==> config.mk <==
export PLATFORM = sky130hd
export DESIGN_NAME = pha_event_fifo
export DESIGN_NICKNAME = d
export VERILOG_FILES = /design/src/common/pha_data_pkg.sv /design/src/pha_event_fifo.sv
export SDC_FILE = /design/constraint.sdc
export NUM_CORES = 1
export LEC_CHECK = 0
export BUFFER_PORTS_ARGS = -buffer_cell sky130_fd_sc_hd__buf_2
export CAP_MARGIN = 20
export CORE_ASPECT_RATIO = 0.75
export CORE_MARGIN = 5
export CORE_UTILIZATION = 55
export CTS_BUF_LIST = sky130_fd_sc_hd__clkbuf_8
export CTS_CLUSTER_SIZE = 25
export DETAILED_ROUTE_END_ITERATION = 16
export PLACE_DENSITY = 0.76
export SLEW_MARGIN = 20
export SYNTH_ARGS = -nofsm -noshare
export SYNTH_HDL_FRONTEND = slang
export SYNTH_SLANG_ARGS = --single-unit
==> constraint.sdc <==
create_clock -name aclk -period 2.67 [get_ports aclk]
set_clock_uncertainty 0.15 [all_clocks]
set_input_delay 0.6675 -clock aclk [delete_from_list [all_inputs] [get_ports aclk]]
set_output_delay 0.6675 -clock aclk [all_outputs]
set_load 0.1 [all_outputs]
==> src/common/pha_data_pkg.sv <==
package pha_data_pkg;

  localparam int SAMPLE_W = 16;
  localparam int HOLD_W   = 16;
  localparam int COUNT_W  = 32;

  // samples and pulse heights share one width.
  typedef logic [SAMPLE_W-1:0] sample_t;

  typedef logic [COUNT_W-1:0] count_t;

endpackage

==> src/pha_event_fifo.sv <==
`timescale 1ns/1ns

module pha_event_fifo #(
  parameter int DEPTH = 8
) (
  input  logic                  aclk,
  input  logic                  aresetn,

  input  pha_data_pkg::sample_t wr_data,
  input  logic                  wr_valid,
  output logic                  wr_ready,

  output pha_data_pkg::sample_t rd_data,
  output logic                  rd_valid,
  input  logic                  rd_ready
);

  localparam int PTR_W = (DEPTH > 1) ? $clog2(DEPTH) : 1;
  localparam int CNT_W = $clog2(DEPTH + 1);

  pha_data_pkg::sample_t mem [DEPTH];
  logic [PTR_W-1:0]      wr_ptr;
  logic [PTR_W-1:0]      rd_ptr;
  logic [CNT_W-1:0]      count;
  logic                  wr_en;
  logic                  rd_en;

  assign wr_ready = count != CNT_W'(DEPTH);
  assign rd_valid = count != '0;
  assign rd_data  = mem[rd_ptr];
  assign wr_en    = wr_valid && wr_ready;
  assign rd_en    = rd_valid && rd_ready;

  always_ff @(posedge aclk)
  begin
    if (wr_en)
      mem[wr_ptr] <= wr_data;
  end

  always_ff @(posedge aclk)
  begin
    if (!aresetn)
    begin
      wr_ptr <= '0;
      rd_ptr <= '0;
      count  <= '0;
    end
    else
    begin
      if (wr_en)
        wr_ptr <= (wr_ptr == PTR_W'(DEPTH - 1)) ? '0 : wr_ptr + 1'b1;
      if (rd_en)
        rd_ptr <= (rd_ptr == PTR_W'(DEPTH - 1)) ? '0 : rd_ptr + 1'b1;
      if (wr_en && !rd_en)
        count <= count + 1'b1;
      else if (rd_en && !wr_en)
        count <= count - 1'b1;
    end
  end

  a_count_range: assert property (@(posedge aclk) disable iff (!aresetn)
    count <= CNT_W'(DEPTH));

  // a full fifo keeps its oldest word until it is read.
  a_no_write_full: assert property (@(posedge aclk) disable iff (!aresetn)
    count == CNT_W'(DEPTH) && !rd_en |=> $stable(rd_data));

endmodule

Word-level counts from Yosys, hierarchy flattened
Memory sizes are Yosys's and may differ from the RTL's. A register that Yosys moved wholly into a read port is not among the register bits.
Index checks and enable logic that the tools add are counted.
{ "word_totals": {"ramBits": 128, "word_cells": 27, "out_inout_bits": 18, "ff_bits": 10, "mem_count": 1} }
{ "classes": {"reduce_logical": 8, "eq_ne": 3, "muxes": 8, "add_sub_neg": 4} }
{ "memory_table": {"columns": ["memory", "depth", "width", "rd", "rd_clocked_by_memory_dff", "write_ports", "line_no", "text"], "rows": [
  ["mem", 8, 16, 1, 1, 1, "pha_event_fifo.sv:21", "pha_data_pkg::sample_t mem [DEPTH];"]
]} }
{ "op_table": {"columns": ["cell", "count"], "rows": [
  ["$mux W3", 4],
  ["$mux W4", 2],
  ["$add A3 B1 Y3 const B", 2],
  ["$eq A3 B3 Y1 const B", 2],
  ["$add A4 B1 Y4 const B", 1],
  ["$logic_and A1 B1 Y1", 4],
  ["$ne A4 B4 Y1 const B", 1],
  ["$reduce_bool A4 Y1", 1],
  ["$sub A4 B1 Y4 const B", 1],
  ["$logic_not A1 Y1", 2],
  ["$mux W1", 2],
  ["$reduce_bool A2 Y1", 1]
]} }

Depth between registers and ports, before layout
{ "logic_depth": {"word_depth": 6, "ltp_mapped": 10, "mapped_depth_nobuf": 10} }

Worst setup path before layout
No wires, ideal clock.
{ "synth_path": {"path_kind": "reg2reg", "from": "register count[0]", "to": "memory mem[0][0] (netlist bit) (enable)", "slack_ps": -426, "path_stages_with_launch": 4, "synth_period_minus_slack_ps": 3096, "t_arrival_ps": 2516, "setup_time_ps": 430, "t_required_ps": 2090, "path_cell_list": "dfxtp_1 -> or4b_4 -> nand2_2 -> nor4_1"} }
{ "synth_between": {"elab_chain_len": 4} }
{ "synth_lines": {"columns": ["item", "line_no", "text"], "rows": [
  ["start, declared", "pha_event_fifo.sv:24", "logic [CNT_W-1:0] count;"],
  ["start signal, assigned", "pha_event_fifo.sv:55", "count <= count + 1'b1;"],
  ["start signal, assigned", "pha_event_fifo.sv:57", "count <= count - 1'b1;"],
  ["$ne A4 B4 Y1", "pha_event_fifo.sv:28", "assign wr_ready = count != CNT_W'(DEPTH);"],
  ["via wr_ready", "pha_event_fifo.sv:11", "output logic wr_ready,"],
  ["$logic_and A1 B1 Y1", "pha_event_fifo.sv:31", "assign wr_en = wr_valid && wr_ready;"],
  ["$mux W1", "pha_event_fifo.sv:36", "if (wr_en)"],
  ["$mux W1 (implied by the code)", "pha_event_fifo.sv:37", "mem[wr_ptr] <= wr_data;"],
  ["end, declared", "pha_event_fifo.sv:21", null]
]} }
The timed path passes the listed nets, and every way through them passes these cells.

==> flow_summary.yaml <==
run_status:
  status: "complete, but fails checks"
  violations: "negative setup slack"
sta:
  drv_slew: 0
  period_needed_ps: 2860
  layout_setup_ws_ps: -192
  rsz0062_at_grt: "true"
  slew_headroom_pct: 67.8
  hold_viol: 0
  tightest_slew_ps: 486
  final.setup.tns_ps: -2480
  fin_crit_sh_pct: 107
  setup_viol: 16
  fmax_ghz: 0.349
synthesis:
  synth_compound_area_share_pct: 1.23
  syn_nets: 288
  synth-seq-area-share_pct: 73.4
  ys_types: 33
  syn_area_per_cell_um2: 21.5
  synth_mux_area_share_pct: 18.3
  syn_area_um2: 5590
  synth_top_family_by_area: "multiplexers"
  synthSimpleGateAreaFrac_pct: 3.40
  synth_edf_count: 128
  async_flop_share_pct: 0
  synth_fa_ha_area_share_pct: 1.92
  yosysWarnings: 0
  synth_xor_area_share_pct: 0.313
  synth-seq-cells: 141
  synth_flop_cell: "edfxtp_1"
  syn_inst: 260
setup_path:
  critPathArrivalTime_ps: 2040
  cp_max_fo: 10
  end_kind: "output pin"
  crit_type: "flip-flop to output pin"
  start_kind: "flip-flop"
  r2r_start: "count[1]$_SDFFE_PN0P_"
  crit_required_ps: 1850
global_routing:
  grt_pass1_vias: 2821
  use_met1_pct: 24.1
  grt.busiest_layer: "met2"
  grt_pass1_wl_mm: 15.8
  use_met2_pct: 27.5
  antenna_found_initial: 0
  grt_use_met3_pct: 5.49
  grt_usage_pct: 17.7
  overflow: 0
  grt_max_degree: 33
cts:
  clock_latency_ps: 420
  cts-root-buf: "clkbuf_8"
  cts-buffers-inserted: 17
  htreeDepth: 4
  postCtsSetupRepairBufs: 0
  cts.sinks: 141
  tritoncts: "yes"
  cts_hold_buffers: 0
  clk_pin_slew_ps: 70
  cts_buffer_depth: 2
layout:
  nFillCells: 621
  fin_cells: 470
  stdcell_area_um2: 6630
  area_growth_syn_to_layout_pct: 18.5
  nets: 352
  drive_above_1_share_pct: 37.7
placement:
  dp_slack_ps: 25.1
  port_buffers: 37
  gp_congestion: 0.730
  dp.cells: 436
  placed_cell_area_um2: 6070
  hpwl_mm: 6.28
power_and_ir_drop:
  powerDensity_nw_per_um2: 995
  p_int_uw: 4290
  irDropWorstVdd_v: 0.000718
  p_leak_uw: 0.00227
  power_frac_comb_pct: 36.7
  p_sw_share_pct: 35.0
  p_seq_share_pct: 40.5
  clockPowerShare_pct: 22.8
  power_switching_uw: 2300
detailed_routing:
  wl_per_cell_um: 21.8
  drt_iter0_markers: 222
  num_vias: 2683
  first_pass_iters: 4
  wl_mm: 10.2
  detail-route-antenna-nets: 0
  drcViolationCount: 0
  viasPerCell: 5.71
min_path:
  min_from: "rd_ptr[2]$_SDFFE_PN0P_"
  hp-class: "flip-flop to flip-flop"
die:
  num_io_pins: 38
  dieWidth_um: 126
  dieHeight_um: 97.3
  dieArea_um2: 12300
  initial_core_util_pct: 57.0
  core_um2: 9810
  rows: 31
run:
  cap_violations: 0
## sequential cells by signal (all words and copies together) (netlist names), named ones only
signal	count
count	4
mem	128
rd_ptr	3
wr_ptr	3
## worst max-delay path, cell delays in order (launching register included)
cell and delay (ps):
dfxtp_4 420, buf_12 160, mux4_1 560, mux2_2 300
buf_6 190
## worst paths after layout
kind / end / slack (ps) / cells past startpoint
min reg2reg: rd_ptr[2]$_SDFFE_PN0P_ / 350 / 2
max reg2reg: count[3]$_SDFFE_PN0P_ / 120 / 9
min: rd_ptr[2]$_SDFFE_PN0P_ / 350 / 2
max: rd_data[3] / -190 / 4
## cells in the mapped netlist, types with 2 or more instances
cell type	number	share of area (%)
mux2_2	16	3.2
or3_1	2	0.22
nand2b_1	3	0.34
a21boi_0	6	0.81
ha_1	7	1.6
mux2i_1	2	0.36
nand3_1	3	0.27
mux4_1	28	13
clkbuf_1	2	0.13
edfxtp_1	128	69
buf_6	4	0.81
nor2_1	4	0.27
nor3_1	4	0.36
dfxtp_1	13	4.7
xnor2_1	2	0.31
buf_1	4	0.27
mux4_2	4	1.6
nand2_1	12	0.81
and2_1	2	0.22
## what timing repair did
item                                    4_1_cts  5_1_grt
cloned                                        1        0
endpoints found under the setup margin       17       17
resized for setup                            62       14
## metal layers
metal	wire length, µm	up-vias
li1	-	1212
met1	4490	1393
met2	5140	71
met3	543	7
met4	63	0
met5	0	-
## per-stage QoR
stage	utilization, %	power (µW)	hold slack (ps)
2_1_floorplan	-	4400	304
3_3_place_gp	61.9	4730	326
3_5_place_dp	61.9	4770	340
4_1_cts	67.2	6590	333
5_1_grt	67.5	6880	336
6_report	67.5	6590	351
## placed cells by master, fill, tap and decap left out, types with 3 or more instances in the layout
cell,netlist,routed
ha_1,7,6
nor2_1,4,4
a21boi_0,6,6
buf_4,0,14
nand2_1,12,11
mux4_2,4,15
nor3_2,0,4
clkinv_2,0,5
clkinv_1,0,4
nand3_1,3,3
edfxtp_1,128,128
buf_2,0,21
buf_12,0,9
buf_8,0,4
mux4_1,28,17
inv_1,1,4
mux2_2,16,11
nand2b_1,3,3
dfxtp_1,13,10
buf_6,4,7
mux2_4,0,5
clkbuf_8,0,17
## power groups by stage
stage | clock network, µW | registers (µW) | logic [µW]
floorplan | 0 | 2670 | 1730
global placement | 0 | 2690 | 2040
detailed placement | 0 | 2700 | 2070
CTS | 1550 | 2670 | 2380
global route | 1650 | 2690 | 2530
finish | 1500 | 2670 | 2420
## cell families (layout without fill, tap and decap cells)
family | Yosys count | after routing
compound gates | 10 | 10
xor+xnor | 2 | 2
fa+ha+maj | 8 | 8
buf+inv | 13 | 90
flops | 141 | 141
mux | 50 | 50
other cells | 0 | 1
simple gates | 36 | 36
## final cells by class
class	instances	area (µm²)	area share [%]
Clock inverter	15	115	1.74
Timing Repair Buffer	56	557	8.40
Tap cell	132	165	2.49
Inverter	2	7.51	0.113
Antenna cell	1	2.50	0.0378
Clock buffer	17	234	3.53
Multi-Input combinational cell	106	1440	21.7
Sequential cell	141	4110	62.0
Note: power is estimated with default switching activity, not from simulation.
