File: src/common/pha_data_pkg.sv
package pha_data_pkg;

  localparam int SAMPLE_W = 16;
  localparam int HOLD_W   = 16;
  localparam int COUNT_W  = 32;

  // samples and pulse heights share one width.
  typedef logic [SAMPLE_W-1:0] sample_t;

  typedef logic [COUNT_W-1:0] count_t;

endpackage

File: src/analyzer/pha_peak_detector.sv
`timescale 1ns/1ns

module pha_peak_detector (
  input  logic                              aclk,
  input  logic                              aresetn,

  input  pha_data_pkg::sample_t             sample_data,
  input  logic                              sample_valid,
  output logic                              sample_ready,

  input  logic [pha_data_pkg::HOLD_W-1:0]   cfg_holdoff,
  input  pha_data_pkg::sample_t             cfg_min_cut,
  input  pha_data_pkg::sample_t             cfg_max_cut,
  input  pha_data_pkg::sample_t             cfg_baseline,
  input  logic                              cfg_fixed,

  output pha_data_pkg::sample_t             evt_height,
  output logic                              evt_valid,
  input  logic                              evt_ready
);

  pha_data_pkg::sample_t               smp_last;
  pha_data_pkg::sample_t               smp_prev;
  pha_data_pkg::sample_t               min_q;
  pha_data_pkg::sample_t               baseline;
  pha_data_pkg::sample_t               height;
  logic [pha_data_pkg::HOLD_W-1:0]     holdoff_cnt;
  logic                                rising_q;
  logic                                armed;
  logic                                accept;
  logic                                rising_now;
  logic                                in_holdoff;
  logic                                min_found;
  logic                                peak_found;
  logic                                pass_cuts;

  // stall input only while an event waits downstream.
  assign sample_ready = !(evt_valid && !evt_ready);
  assign accept       = sample_valid && sample_ready;

  assign rising_now = smp_prev < sample_data;
  assign in_holdoff = holdoff_cnt < cfg_holdoff;
  assign baseline   = cfg_fixed ? cfg_baseline : min_q;
  assign height     = smp_last - baseline;

  // falling to rising after hold-off marks the minimum.
  assign min_found  = accept && !in_holdoff && !rising_q && rising_now;

  // rising to not rising marks the peak.
  assign peak_found = accept && armed && rising_q && !rising_now;
  assign pass_cuts  = (height > cfg_min_cut) && (smp_last < cfg_max_cut);

  always_ff @(posedge aclk)
  begin
    if (!aresetn)
    begin
      smp_last    <= '0;
      smp_prev    <= '0;
      min_q       <= '0;
      rising_q    <= 1'b0;
      armed       <= 1'b0;
      holdoff_cnt <= '0;
      evt_height  <= '0;
      evt_valid   <= 1'b0;
    end
    else
    begin
      if (accept)
      begin
        smp_last <= sample_data;
        smp_prev <= smp_last;
        rising_q <= rising_now;
      end

      if (peak_found)
        holdoff_cnt <= '0;
      else if (accept && in_holdoff)
        holdoff_cnt <= holdoff_cnt + 1'b1;

      if (min_found)
        min_q <= smp_prev;

      // any peak ends the search, cut or not.
      if (peak_found)
        armed <= 1'b0;
      else if (min_found)
        armed <= 1'b1;

      if (evt_valid && evt_ready)
        evt_valid <= 1'b0;
      if (peak_found && pass_cuts)
      begin
        evt_height <= height;
        evt_valid  <= 1'b1;
      end
    end
  end

  property p_evt_hold;
    @(posedge aclk) disable iff (!aresetn)
      evt_valid && !evt_ready |=> evt_valid && $stable(evt_height);
  endproperty

  a_evt_hold: assert property (p_evt_hold)
    else $error("event height changed under back-pressure");

endmodule

File: config.mk
export PLATFORM = sky130hd
export DESIGN_NAME = pha_peak_detector
export DESIGN_NICKNAME = d
export VERILOG_FILES = /design/src/common/pha_data_pkg.sv /design/src/analyzer/pha_peak_detector.sv
export SDC_FILE = /design/constraint.sdc
export NUM_CORES = 1
export LEC_CHECK = 0
export BUFFER_PORTS_ARGS = -buffer_cell sky130_fd_sc_hd__buf_2
export CAP_MARGIN = 25
export CORE_MARGIN = 4
export CORE_UTILIZATION = 45
export CTS_CLUSTER_SIZE = 24
export DETAILED_ROUTE_END_ITERATION = 10
export PLACE_DENSITY = 0.79
export RECOVER_POWER = 50
export SLEW_MARGIN = 20
export SYNTH_ARGS = -nofsm -noshare
export SYNTH_HDL_FRONTEND = slang
export SYNTH_SLANG_ARGS = --single-unit
File: constraint.sdc
create_clock -name aclk -period 5.95 [get_ports aclk]
set_clock_uncertainty 0.1 [all_clocks]
set_input_delay 0.2975 -clock aclk [delete_from_list [all_inputs] [get_ports aclk]]
set_output_delay 0.2975 -clock aclk [all_outputs]
set_load 0.02 [all_outputs]
======== Word-level counts from Yosys, hierarchy flattened ========
Cells that the tools add are included.
storage, ports and cells
  output and inout bits ................... 18
  logic and storage cells ................. 37
  bits of input ports ..................... 85
  register bits ........................... 83
cells by class
  magnitude comparators ................... 4
  muxes and demuxes ....................... 3
  add/subtract/negate cells ............... 2
  reductions and logical operators ........ 19
  bitwise logic cells ..................... 1
operators with widths
  cell                                            count
  less-than comparator 16 bit                     3
  adder 16 x 1 -> 16 bit (second input constant)  1
  > comparator 16 bit                             1
  two-way mux 16 bit                              1
  subtractor 16 bit                               1
  logical AND 1 bit                               12
  logical NOT 1 bit                               5
  two-way mux 1 bit                               2
  nonzero test 2 bit                              1
  OR reduction 2 bit                              1
  inverter 1 bit                                  1

======== Logic depth before layout (Yosys ltp) ========
  word-level depth ........................ 9
  depth in mapped cells ................... 20
  gate-level depth less buffers ........... 17

======== Worst setup path before layout ========
Ideal clock, no wire load.
  path kind ............................... input-to-reg
  from .................................... input cfg_fixed
  to ...................................... register evt_height[13]
  stages on the path ...................... 18
  arrival ................................. 4303 ps
  slack ................................... 1476 ps
  buffers on the path ..................... 4
  setup time .............................. 70 ps
  required time ........................... 5780 ps
  path through ............................ clkbuf_1 > buf_1 > mux2i_1 > ha_1 > a32o_1 > o311ai_0 > nand3_1 > o31a_1 > xor2_1 > ha_1 > nand4_1 > a2111o_1 > a31oi_1 > o211a_1 > buf_2 > buf_4 > nand3_1 > a21oi_1
between the ends
  cells in the longest elaborated chain, start to end .. 5
ends and longest elaborated chain
  what                    RTL line                 source
  start: declaration      pha_peak_detector.sv:15  input logic cfg_fixed,
  two-way mux 16 bit      pha_peak_detector.sv:43  assign baseline = cfg_fixed ? cfg_baseline : min_q;
  subtractor 16 bit       pha_peak_detector.sv:44  assign height = smp_last - baseline;
  net height[12]          pha_peak_detector.sv:26  pha_data_pkg::sample_t height;
  > comparator 16 bit     pha_peak_detector.sv:51  assign pass_cuts = (height > cfg_min_cut) && (smp_last < cfg_max_cut);
  logical AND 1 bit       pha_peak_detector.sv:51
  logical AND 1 bit       pha_peak_detector.sv:91  if (peak_found && pass_cuts)
  end signal: assignment  pha_peak_detector.sv:93  evt_height <= height;
  end: declaration        pha_peak_detector.sv:17  output pha_data_pkg::sample_t evt_height,
The timed path passes the listed nets, and every way through them passes these cells.
A chain may end at the register's enable or synchronous reset.

======== Worst setup path after layout ========
  from .................................... input cfg_fixed
  to ...................................... register evt_height[15]
The elaborated chain is that of the path after synthesis.

==> results.txt <==
failing checks - capacitance limit, slew limit
Synth Instances - 690
Syn Nets - 854
slew at the pin closest to its max-slew limit - 1710 ps
DIE AREA - 14300 um^2
placed insts - 941
GPL Wtd Cong - 0.855
worst path required time - 6090 ps
Fill cells - 1168
cell area after placement - 6270 um^2
synth-to-layout area growth - 16.8%
crit path from - cfg_fixed
Vias - 5147
Setup TNS - 0 ps
clk buf depth - 2
number of distinct library cells after synthesis - 58
#FFs+latches synth - 83
CTS Hold Bufs - 0
clock sink total - 83
DRT Pass-1 Iters - 5
post-CTS sizing - 0
Post-CTS Repair Setup Buffers - 0
vias per cell - 5.37
Starting Density - 0.463
Post-Syn Area per Cell - 8.13 um^2
Post-synth ARST share - 0
most frequent cells in the layout - nand2_1, buf_2, dfxtp_1
FF-to-FF Start - min_q[0]
Final Hold Fails - 0
Leak - 3.00 nW
CTS tree - done
post-route minimum period - 4580 ps
Final Setup Violations - 0
H-tree levels - 3
crit-path max FO - 18
Final Cycle Share - 0.770
Cell Rows - 40
Power Density - 224 nW/um^2
Worst slew margin - -0.139
Clk Latency, worst-skew pair - 340 ps
Peak Freq - 218 MHz
DRC viols - 0
DRT iter0 DRCs - 441
FF-to-FF setup slack - 1480 ps
Worst setup SP type - input port
register area share after synthesis - 0.296
vias in the first global route - 4991
outcome - finished, violations left
Congestion Overflow GR - 0
Hold Path Class - in -> reg
Die H - 120 um
GRT Util Overall - 0.201
register area - 1660 um^2
port bufs - 102
peak supply drop - 0.120 mV
largest net degree at the start of global routing - 44
wire length per cell - 14.6 um
hpwl dp - 10900 um
CP Class - in -> reg
Post-Layout Cell Count - 959
Synth Cell Area - 5610 um^2
Most used DFF post-synth - dfxtp_1
IO Pins - 103
ANT nets after route - 0
initial antenna violation count - 4
first-pass GRT wire length - 23600 um
clock root cell - clkbuf_16
CORE AREA - 12100 um^2
area occupied by multi-input gates - 3590 um^2
die width - 120 um
final core occ - 0.541
crit path DAT - 4720 ps
RSZ-0062 raised after global routing - false
nets - 949
Max-cap violations - 1
Num CTS Buffers - 9
share of cells above drive strength 1 - 0.147
hold path startpoint - sample_data[9]
most common cell after layout, fill and taps aside - nand2_1
post-route design area - 6550 um^2
Worst-path clk slew - 70 ps
Worst Setup End Kind - register
max-slew violation count - 37
number of synthesized flops with an enable pin - 0
Yosys warning count - 0
Routed Wire Length - 14000 um
-- power breakdown --
group / switching (W) / total, W / internal, W
Sequential: 0.0000145 / 0.000581 / 0.000567
Clock: 0.000232 / 0.000558 / 0.000326
Combinational: 0.000195 / 0.000330 / 0.000135
Total: 0.000441 / 0.00147 / 0.00103
-- registers in the layout (all words and copies together) (netlist names) --
name	flops
armed	1
evt_height	16
rising_q	1
min_q	16
evt_valid	1
holdoff_cnt	16
smp_prev	16
smp_last	16
-- Yosys cell counts, types with 3 or more instances --
cell / number / share of area
nand2_1: 88 / 0.059
dfxtp_1: 83 / 0.30
a21oi_1: 79 / 0.071
ha_1: 78 / 0.17
inv_1: 66 / 0.044
nor2_1: 46 / 0.031
mux2i_1: 33 / 0.059
o21ai_0: 26 / 0.023
nand3_1: 22 / 0.020
clkbuf_1: 18 / 0.012
xnor2_1: 15 / 0.023
nor3_1: 11 / 0.0098
nand4_1: 9 / 0.010
nand2b_1: 8 / 0.0089
and3_1: 7 / 0.0078
o21ai_1: 7 / 0.0062
or3_1: 7 / 0.0078
xor2_1: 7 / 0.011
o211ai_1: 6 / 0.0080
o21a_1: 6 / 0.0080
a211o_1: 4 / 0.0062
a21o_1: 4 / 0.0054
a31oi_1: 3 / 0.0033
and2_1: 3 / 0.0033
buf_2: 3 / 0.0027
nor2b_1: 3 / 0.0033
o31a_1: 3 / 0.0047
-- logic make-up after synthesis --
| group | synth area share |
|---|---|
| multiplexers | 0.0609 |
| AO/OA/AOI/OAI | 0.191 |
| adder cells (fa/ha/maj) | 0.178 |
| buffers and inverters | 0.0629 |
| XOR/XNOR | 0.0344 |
| AND/OR/NAND/NOR | 0.177 |
| flip-flops | 0.296 |
-- critical path, stage by stage --
cell and delay (ps):
buf_2 390, mux2_2 250, ha_1 150, inv_1 50, fa_1 400, a32o_1 310
o311ai_0 280, nand3_1 190, o31a_1 280, xor2_1 160, ha_1 290, nand4_1 140
a2111o_1 370, a31oi_1 210, o211a_1 540, nand2_1 170, o211a_1 250
-- through the flow --
stage | setup WS (ps) | hold WS, ps | total power, W
floorplan | 1480 | 331 | 0.000823
global placement | 1110 | 351 | 0.000907
detailed placement | 984 | 357 | 0.000916
CTS | 1360 | 98.9 | 0.00147
global route | 955 | 105 | 0.00155
finish | 1370 | 102 | 0.00147
-- routing by layer --
layer / track usage / routed length [um]
met3: 0.0471 / 988
met4: 0.0766 / 355
met2: 0.332 / 6560
met1: 0.255 / 6100
met5: 0 / 28
-- worst paths after layout --
check / to / cells past startpoint
setup / recovery: evt_height[15] / 17
hold / removal: smp_last[9] / 3
setup reg to reg: evt_height[15] / 16
hold reg to reg: armed / 2
-- area by class of cell --
| class | instances | share of cell area |
|---|---|---|
| multi-input cells | 517 | 0.549 |
| well taps | 168 | 0.0321 |
| repair buffers | 108 | 0.0827 |
| clock inverters | 6 | 0.00993 |
| diodes | 1 | 0.000382 |
| flip-flops and latches | 83 | 0.254 |
| inverters | 66 | 0.0378 |
| clock buffers | 10 | 0.0350 |
Note: power is estimated with default switching activity, not from simulation.
