`src/common/pha_regs_pkg.sv`:
```
package pha_regs_pkg;

  // apb address and data widths.
  localparam int ADDR_W = 12;
  localparam int DATA_W = 32;

  // register byte offsets.
  localparam logic [ADDR_W-1:0] REG_CTRL     = 12'h000;
  localparam logic [ADDR_W-1:0] REG_STATUS   = 12'h004;
  localparam logic [ADDR_W-1:0] REG_HOLDOFF  = 12'h008;
  localparam logic [ADDR_W-1:0] REG_MIN_CUT  = 12'h00C;
  localparam logic [ADDR_W-1:0] REG_MAX_CUT  = 12'h010;
  localparam logic [ADDR_W-1:0] REG_BASELINE = 12'h014;

  // bin k sits at BIN_BASE + 4*k.
  localparam logic [ADDR_W-1:0] BIN_BASE     = 12'h400;

  // control register bits.
  localparam int CTRL_FIXED_BIT = 0;
  localparam int CTRL_CLEAR_BIT = 1;

endpackage

```
`src/common/pha_data_pkg.sv`:
```
package pha_data_pkg;

  localparam int SAMPLE_W = 16;
  localparam int HOLD_W   = 16;
  localparam int COUNT_W  = 32;

  // samples and pulse heights share one width.
  typedef logic [SAMPLE_W-1:0] sample_t;

  typedef logic [COUNT_W-1:0] count_t;

endpackage

```
`src/pha_apb_regs.sv`:
```
`timescale 1ns/1ns

module pha_apb_regs #(
  parameter int BIN_BITS = 8
) (
  input  logic                                aclk,
  input  logic                                aresetn,

  input  logic [pha_regs_pkg::ADDR_W-1:0]     paddr,
  input  logic                                psel,
  input  logic                                penable,
  input  logic                                pwrite,
  input  logic [pha_regs_pkg::DATA_W-1:0]     pwdata,
  output logic [pha_regs_pkg::DATA_W-1:0]     prdata,
  output logic                                pready,
  output logic                                pslverr,

  output logic [pha_data_pkg::HOLD_W-1:0]     cfg_holdoff,
  output pha_data_pkg::sample_t               cfg_min_cut,
  output pha_data_pkg::sample_t               cfg_max_cut,
  output pha_data_pkg::sample_t               cfg_baseline,
  output logic                                cfg_fixed,

  output logic                                clear_start,
  input  logic                                clear_busy,

  output logic [BIN_BITS-1:0]                 bin_rd_addr,
  output logic                                bin_rd_en,
  input  pha_data_pkg::count_t                bin_rd_data,
  input  logic                                bin_rd_done
);

  localparam int BIN_END = int'(pha_regs_pkg::BIN_BASE) + (4 << BIN_BITS);

  logic [pha_regs_pkg::DATA_W-1:0] rd_word;
  logic                            access;
  logic                            is_bin;
  logic                            reg_hit;
  logic                            bin_access;
  logic                            rd_busy;

  assign access      = psel && penable;
  assign is_bin      = (paddr >= pha_regs_pkg::BIN_BASE) && (int'(paddr) < BIN_END);
  assign bin_access  = access && is_bin && !pwrite;
  assign bin_rd_addr = paddr[2 +: BIN_BITS];

  always_comb
  begin
    reg_hit = 1'b1;
    rd_word = '0;
    case (paddr)
      pha_regs_pkg::REG_CTRL:     rd_word[pha_regs_pkg::CTRL_FIXED_BIT] = cfg_fixed;
      pha_regs_pkg::REG_STATUS:   rd_word[0] = clear_busy;
      pha_regs_pkg::REG_HOLDOFF:  rd_word[pha_data_pkg::HOLD_W-1:0] = cfg_holdoff;
      pha_regs_pkg::REG_MIN_CUT:  rd_word[pha_data_pkg::SAMPLE_W-1:0] = cfg_min_cut;
      pha_regs_pkg::REG_MAX_CUT:  rd_word[pha_data_pkg::SAMPLE_W-1:0] = cfg_max_cut;
      pha_regs_pkg::REG_BASELINE: rd_word[pha_data_pkg::SAMPLE_W-1:0] = cfg_baseline;
      default:                    reg_hit = 1'b0;
    endcase
  end

  // bin reads stretch the access phase until data returns.
  assign pready  = bin_access ? bin_rd_done : 1'b1;
  assign pslverr = access && !(reg_hit || (is_bin && !pwrite));
  assign prdata  = is_bin ? bin_rd_data : rd_word;

  always_ff @(posedge aclk)
  begin
    if (!aresetn)
    begin
      cfg_holdoff  <= '0;
      cfg_min_cut  <= '0;
      cfg_max_cut  <= '0;
      cfg_baseline <= '0;
      cfg_fixed    <= 1'b0;
      clear_start  <= 1'b0;
      bin_rd_en    <= 1'b0;
      rd_busy      <= 1'b0;
    end
    else
    begin
      clear_start <= 1'b0;
      bin_rd_en   <= 1'b0;
      if (access && pwrite && reg_hit)
      begin
        case (paddr)
          pha_regs_pkg::REG_CTRL:
          begin
            cfg_fixed   <= pwdata[pha_regs_pkg::CTRL_FIXED_BIT];
            clear_start <= pwdata[pha_regs_pkg::CTRL_CLEAR_BIT] && !clear_busy;
          end
          pha_regs_pkg::REG_HOLDOFF:  cfg_holdoff  <= pwdata[pha_data_pkg::HOLD_W-1:0];
          pha_regs_pkg::REG_MIN_CUT:  cfg_min_cut  <= pwdata[pha_data_pkg::SAMPLE_W-1:0];
          pha_regs_pkg::REG_MAX_CUT:  cfg_max_cut  <= pwdata[pha_data_pkg::SAMPLE_W-1:0];
          pha_regs_pkg::REG_BASELINE: cfg_baseline <= pwdata[pha_data_pkg::SAMPLE_W-1:0];
          default: ;
        endcase
      end

      // one request per bin read.
      if (bin_access && !rd_busy)
      begin
        bin_rd_en <= 1'b1;
        rd_busy   <= 1'b1;
      end
      else if (bin_rd_done)
        rd_busy <= 1'b0;
    end
  end

endmodule

```
`config.mk`:
```
export PLATFORM = sky130hd
export DESIGN_NAME = pha_apb_regs
export DESIGN_NICKNAME = d
export VERILOG_FILES = /design/src/common/pha_regs_pkg.sv /design/src/common/pha_data_pkg.sv /design/src/pha_apb_regs.sv
export SDC_FILE = /design/constraint.sdc
export NUM_CORES = 1
export LEC_CHECK = 0
export BUFFER_PORTS_ARGS = -buffer_cell sky130_fd_sc_hd__buf_2
export CAP_MARGIN = 0
export CORE_ASPECT_RATIO = 1.5
export CORE_UTILIZATION = 44
export CTS_CLUSTER_SIZE = 16
export DETAILED_ROUTE_END_ITERATION = 8
export GPL_TIMING_DRIVEN = 1
export PLACE_DENSITY = 0.78
export SYNTH_ARGS = -nofsm -noshare
export SYNTH_HDL_FRONTEND = slang
export SYNTH_SLANG_ARGS = --single-unit
```
`constraint.sdc`:
```
create_clock -name aclk -period 1.8 [get_ports aclk]
set_input_delay 0 -clock aclk [delete_from_list [all_inputs] [get_ports aclk]]
set_output_delay 0 -clock aclk [all_outputs]
set_load 0.01 [all_outputs]
```
### Word level (Yosys, flattened, before mapping)

Cells that the tools add are included.

* equal/unequal tests: 5
* magnitude comparators: 2
* multiplexer cells: 8
* reductions and logical operators: 24

Operators with widths (number)
* 15-bit case mux with 4 select lines: 1
* 32-bit two-way mux: 1
* 12-bit by 4-bit equality test with 1-bit output, second input constant: 2
* 12-bit by 5-bit equality test with 1-bit output, second input constant: 2
* 12-bit by 3-bit equality test with 1-bit output, second input constant: 1
* 12-bit by 11-bit >= comparator with 1-bit output, second input constant: 1
* 12-bit logical NOT: 1
* 12-bit < comparator, second input constant: 1
* 1-bit logical AND: 10
* 2-bit AND reduction: 5
* 1-bit case mux with 6 select lines: 1
* 6-bit OR reduction: 1
* 1-bit two-way mux: 5
* 1-bit logical NOT: 4
* 3-bit AND reduction: 1
* 2-bit nonzero test: 1
* 1-bit logical OR: 1

* register bits: 68
* logic and storage cells: 47
* bits of input ports: 83
* output and inout port bits: 109

### Longest topological paths before layout

Gate-level depths: netlist of run 1.

* depth in word-level cells: 6
* depth in mapped cells: 6
* depth with buffers taken out: 4

### Worst setup path before layout of run 1

Ideal clock, no wire load.

* path type: input to output
* from: input paddr[11] (netlist name)
* to: output prdata[10] (netlist name)
* arrival time: 1.366 ns
* stages on the path: 6
* data required time: 1.800 ns
* slack: 0.434 ns
* path buffers: 2
* cells stage by stage: or4_1 -> buf_2 -> nor4_4 -> buf_6 -> a22oi_1 -> nand2_1

* word-level cells in the longest chain between the ends: 3
* elaborated cells between the ends (all ways): 9
* classes of those cells: order compare (2); eq/ne (4); mux (2); reduce/logical (1)

Ends and longest elaborated chain
* start: declaration: line pha_apb_regs.sv:9 `input logic [pha_regs_pkg::ADDR_W-1:0] paddr,`
* 12-bit by 11-bit >= comparator with 1-bit output (tied with other cells): line pha_apb_regs.sv:43 `assign is_bin = (paddr >= pha_regs_pkg::BIN_BASE) && (int'(paddr) < BIN_END);`
* 1-bit logical AND or 15-bit case mux with 4 select lines (tied branches): line pha_apb_regs.sv:43, pha_apb_regs.sv:51
* 32-bit two-way mux *: line pha_apb_regs.sv:65 `assign prdata = is_bin ? bin_rd_data : rd_word;`
* end: declaration: line pha_apb_regs.sv:14 `output logic [pha_regs_pkg::DATA_W-1:0] prdata,`

Mark *: on every way between the ends. The rest lies on a longest branch, timed or not.

### Worst setup path in the final report of run 1

* from: input paddr[11] (netlist name)
* to: output prdata[12] (netlist name)

Same word-level chain as after synthesis.

==> impl_metrics.toml, run 1 <==
[global_routing]
grt-ovfl-total = 0
grt_max_degree = 46
grt_pass1_vias = 3297
grtUsageTotal_pct = 25.6
antenna_found_initial = 0
grt_pass1_wl_mm = 15.5

[cts]
root_buffer = "clkbuf_8"
cts.htree.levels = 3
clk_latency_ns = 0.34
cts.repair.resized = 0
cts_buffer_depth = 2
cts_tree = "built"
numCtsBuffers = 9
clk_pin_slew_ns = 0.07
clock_sinks = 68

[die]
die_w_um = 73.3
rows = 38
die_h_um = 109
dieArea_um2 = 7980
initial_core_util_pct = 45.8
coreArea_um2 = 7320
top_level_ports = 192

[sta]
slew_viol_final = 0
clock_skew_ns = 0.0000163
max_freq_ghz = 0.609
rsz0062_at_grt = "false"
min_period_over_period_pct = 91.2
worst_slew_pin_slew_ns = 0.454
setup_viol = 0
fin_setup_tns_ns = 0
relSlewSlack_pct = 69.7
worst_slack_ns = 0.158
hold_violations = 0
finalCriticalPeriod_ns = 1.64

[power_and_ir_drop]
p_leak_nw = 2.47
peakVddDrop_v = 0.000483
pwr-share-clk_pct = 37.0
pwr-share-seq_pct = 51.5
swShare_pct = 24.8
intPower_mw = 2.20
combPwrFrac_pct = 11.5
p_sw_mw = 0.723
powerDensity_nw_per_um2 = 627

[critical_path]
crit_top_cell = "buf_2"
cp_top_family = "simple AND/OR/NAND/NOR gates"
critPathSlowestCell = "or4_1"
crit_path_start_kind = "input pin"
rrSetupSlack_ns = 1.10
endpoint_kind = "primary output"
crit_chain = "buf_2, or4_1, nor4_4, buf_12, a22oi_1, nand2_1, buf_2"
cp.required_ns = 1.80
crit_arrival_ns = 1.64
cp_slowest_stage_delay_ns = 0.69
cp_max_fo = 15
path_class = "input pin to primary output"
crit_buf_inv = 3

[outcome]
status = "completed"

[route]
drt_pass1_iterations = 4
antenna_left = 0
wl_mm = 10.2
drtIter0Drc = 202
vias = 3504
drc_errors = 0
via_per_inst = 5.22
routedWlPerCell_um = 15.3

[synthesis]
ys_ff_latch = 68
yosys.area.top_type = "dfxtp_1"
synth_top_area_share_pct = 40.6
seq_area_frac_synth_pct = 40.6
synth_area_um2 = 3350
synthTopCellsByArea = "dfxtp_1, mux2i_1, nand2_1"
synth.net_count = 464
syn_avg_cell_area_um2 = 8.80
synth_cell_types = 39
yosysWarnings = 0
synthCells = 381

[finish]
final_layout_size_suffix_gt1_share_pct = 38.2
final_area_um2 = 4660
nNetsFinal = 649
layout_commonest_cell = "buf_2"
syn_to_final_growth_pct = 38.9
n_antenna_cell = 0
layout_common_cells = "buf_2, nand2_1, dfxtp_1, mux2i_1, nand3_1"
fin_cells = 671

[placed_design]
place_hpwl_mm = 7.10
dpl.cell_count = 636
dp_slack_ns = 0.142
dpl_cell_area_um2 = 4310
place.port_buffers = 175
gp_congestion = 0.796

[job]
drv_cap = 0

[min_path]
hp-class = "input pin to flip-flop"
-- power by group through the flow --
stage / Clock [mW] / Sequential [mW] / Combinational [mW]
final: 1.08 / 1.50 / 0.336
after floorplan: 0 / 1.54 / 0.156
after CTS: 1.11 / 1.50 / 0.335
after global routing: 1.17 / 1.50 / 0.365
after detailed placement: 0 / 1.54 / 0.303
after global placement: 0 / 1.54 / 0.299
-- worst register-to-register path: stages, from the launching register on --
cell     delay [ns]
dfxtp_1        0.35
mux2i_1        0.17
and2_1         0.13
-- flip-flops by register name (all words and copies together), names as in the netlist --
name,cells
clear_start,1
cfg_fixed,1
cfg_min_cut,16
bin_rd_en,1
cfg_holdoff,16
rd_busy,1
cfg_baseline,16
cfg_max_cut,16
-- per-layer routing --
layer | vias to the layer above | routed length, um | global-route usage, %
met4 | 0 | 218 | 13.0
met2 | 170 | 5470 | 46.4
li1 | 1705 | - | -
met1 | 1611 | 3960 | 27.7
met5 | - | 0 | 0
met3 | 18 | 596 | 4.90
-- cells in the mapped netlist (all sizes together) --
library cell,count
a221oi,1
a22o,1
a22oi,15
and2,18
and2b,1
and4bb,1
buf,21
clkbuf,16
dfxtp,68
inv,3
mux2i,50
mux4,1
nand2,83
nand2b,1
nand3,35
nand3b,1
nand4,2
nand4bb,1
nor2,1
nor3,4
nor3b,2
nor4,3
nor4b,1
o21ai,32
o22ai,1
o2bb2ai,15
or2,1
or4,2
-- cells by family (layout without fill, tap and decap cells) --
group / Yosys count / after routing / synth area share [%]
buffers and inverters: 40 / 230 / 6.30
AOI/OAI and AO/OA: 65 / 65 / 12.8
and+or+nand+nor: 157 / 157 / 24.8
muxes: 51 / 51 / 15.6
DFF: 68 / 68 / 40.6
-- repair_timing --
item                      4_1_cts  5_1_grt
hold buffers                   19        0
setup buffers                   0        0
hold endpoints to repair       51        0
-- per-stage QoR --
step / power, mW / hold slack (ns) / utilization (%)
floorplan: 1.70 / 0.0766 / -
global placement: 1.84 / 0.197 / 58.8
detailed placement: 1.84 / 0.205 / 58.8
CTS: 2.95 / 0.0148 / 63.7
global route: 3.04 / 0.0358 / 63.7
finish: 2.92 / 0.0336 / 63.7
-- path summary, 6_finish.rpt --
path	from	to	cells past startpoint
min reg2reg	rd_busy	bin_rd_en	1
max reg2reg	rd_busy	rd_busy	2
min	pwdata[1]	clear_start	3
max	paddr[11]	prdata[12]	7
-- layout make-up --
class	count	area [um2]
Clock buffer	14	153
Clock inverter	2	10.0
Fill cell	650	2660
Inverter	3	11.3
Multi-Input combinational cell	273	1780
Sequential cell	68	1360
Tap cell	100	125
Timing Repair Buffer	211	1220
(Power assumes the default switching activity.)
==> inputs of run 2 (changes only) <==
CORE_ASPECT_RATIO = unset   (was 1.5)
==> run 2 against run 1 <==
Non-clock buffer count fell by 3; critical path depth is the same; core utilization is 0.35 points higher; wire length is 0.73% higher; via count down 0.23%; critical path type unchanged.
==> impl_metrics.toml, run 2 (synthesis results as in run 1) <==
[outcome]
status = "completed"

[global_routing]
grtUsageTotal_pct = 25.3
antenna_found_initial = 0
grt_max_degree = 33
grt_pass1_wl_mm = 14.8
grt_pass1_vias = 3080
grt-ovfl-total = 0

[sta]
min_period_over_period_pct = 92.4
setup_viol = 0
slew_viol_final = 0
max_freq_ghz = 0.601
rsz0062_at_grt = "false"
finalCriticalPeriod_ns = 1.66
clock_skew_ns = 0.000597
relSlewSlack_pct = 75.8
worst_slew_pin_slew_ns = 0.363
hold_violations = 0
fin_setup_tns_ns = 0

[critical_path]
regToRegEndpoint = "rd_busy"
r2r_cells = 2
cp_slowest_stage_delay_ns = 0.70
crit_buf_inv = 3
cp_max_fo = 8
path_class = "input pin to primary output"
crit_chain = "buf_2, or4_1, nor4_4, buf_4, a22oi_1, nand2_1, buf_2"
cp.required_ns = 1.80
rrSetupSlack_ns = 1.11
cp_top_family = "simple AND/OR/NAND/NOR gates"
reg2reg_from = "rd_busy"
critPathSlowestCell = "or4_1"
crit_top_cell = "buf_2"
endpoint_kind = "primary output"
crit_path_start_kind = "input pin"
crit_arrival_ns = 1.66

[finish]
layout_commonest_cell = "buf_2"
syn_to_final_growth_pct = 39.1
n_antenna_cell = 0
final_layout_size_suffix_gt1_share_pct = 39.2
final_area_um2 = 4670
layout_common_cells = "buf_2, nand2_1, dfxtp_1, mux2i_1, nand3_1"
nNetsFinal = 646

[cts]
clk_latency_ns = 0.34
cts_tree = "built"
cts_buffer_depth = 2
numCtsBuffers = 9
clock_sinks = 68
root_buffer = "clkbuf_8"
clk_pin_slew_ns = 0.06
cts.htree.levels = 3

[placed_design]
gp_congestion = 0.781
place.port_buffers = 175
dpl_cell_area_um2 = 4330
place_hpwl_mm = 7.29

[min_path]
min_from = "pwdata[6]"
hold_path_end = "cfg_min_cut[6]"
holdPathStages = 3
hp-class = "input pin to flip-flop"

[route]
vias = 3496
drtIter0Drc = 186
via_per_inst = 5.25
drt_pass1_iterations = 5
antenna_left = 0
wl_mm = 10.3
drc_errors = 0
routedWlPerCell_um = 15.5

[die]
initial_core_util_pct = 46.0
die_w_um = 89.3
coreArea_um2 = 7290
rows = 31
die_h_um = 89.3
top_level_ports = 192
dieArea_um2 = 7980

[power_and_ir_drop]
p_leak_nw = 2.49
powerDensity_nw_per_um2 = 660
peakVddDrop_v = 0.000584

[job]
drv_cap = 0
-- run 2: cell count changes in the layout (fill, tap and decap cells not counted) --
cell,delta
dlygate4sd3_1,-4
clkinvlp_4,+1
buf_12,+1
bufinv_16,+1
clkinv_2,+1
clkbuf_1,-4
-- run 2: power by group --
part	switching, mW	internal (mW)
Sequential	0.000297	1.50
Combinational	0.181	0.156
Clock	0.574	0.663
-- run 2: repair_timing --
action	in CTS	in global routing
resized for setup	0	0
hold buffers	15	0
hold endpoints to repair	29	0
buffers inserted	0	0
-- run 2: layer usage --
| metal | vias to the layer above | global-route usage (%) | share of wire [%] |
|---|---|---|---|
| met5 | - | 0 | 0 |
| met2 | 180 | 45.7 | 50 |
| met3 | 14 | 4.16 | 7.1 |
| li1 | 1697 | - | - |
| met1 | 1605 | 30.2 | 41 |
| met4 | 0 | 9.52 | 1.8 |
-- run 2: layout make-up --
class	count	area (um2)
fillers	616	2630
multi-input cells	273	1780
flip-flops and latches	68	1360
repair buffers	208	1200
clock buffers	10	138
well taps	99	124
clock inverters	5	52.6
inverters	3	11.3
-- run 2: worst max-delay path by stage --
| stage | startpoint | to | slack (ns) | cells past startpoint |
|---|---|---|---|---|
| floorplan | paddr[11] | prdata[10] | 0.43 | 6 |
| global placement | paddr[11] | prdata[5] | 0.15 | 7 |
| detailed placement | paddr[11] | prdata[8] | 0.14 | 7 |
| CTS | paddr[11] | prdata[5] | 0.14 | 7 |
| global route | paddr[11] | prdata[5] | 0.08 | 7 |
| finish | paddr[11] | prdata[8] | 0.14 | 7 |
-- run 2: through the flow --
step / hold slack, ns / util [%] / worst slack (ns) / cells / power [mW]
after floorplan: 0.0766 / - / 0.434 / 381 / 1.70
after global placement: 0.189 / 59.3 / 0.151 / 636 / 1.84
after detailed placement: 0.186 / 59.3 / 0.142 / 636 / 1.85
after CTS: 0.000222 / 64.0 / 0.140 / 666 / 3.09
after global routing: 0.0182 / 64.0 / 0.0838 / 666 / 3.18
final: 0.0108 / 64.0 / 0.136 / 666 / 3.08
-- run 2: worst register-to-register path, cell delays in order (launching register included) --
cell and delay, ns:
dfxtp_1 0.35, mux2i_1 0.17, and2_1 0.13
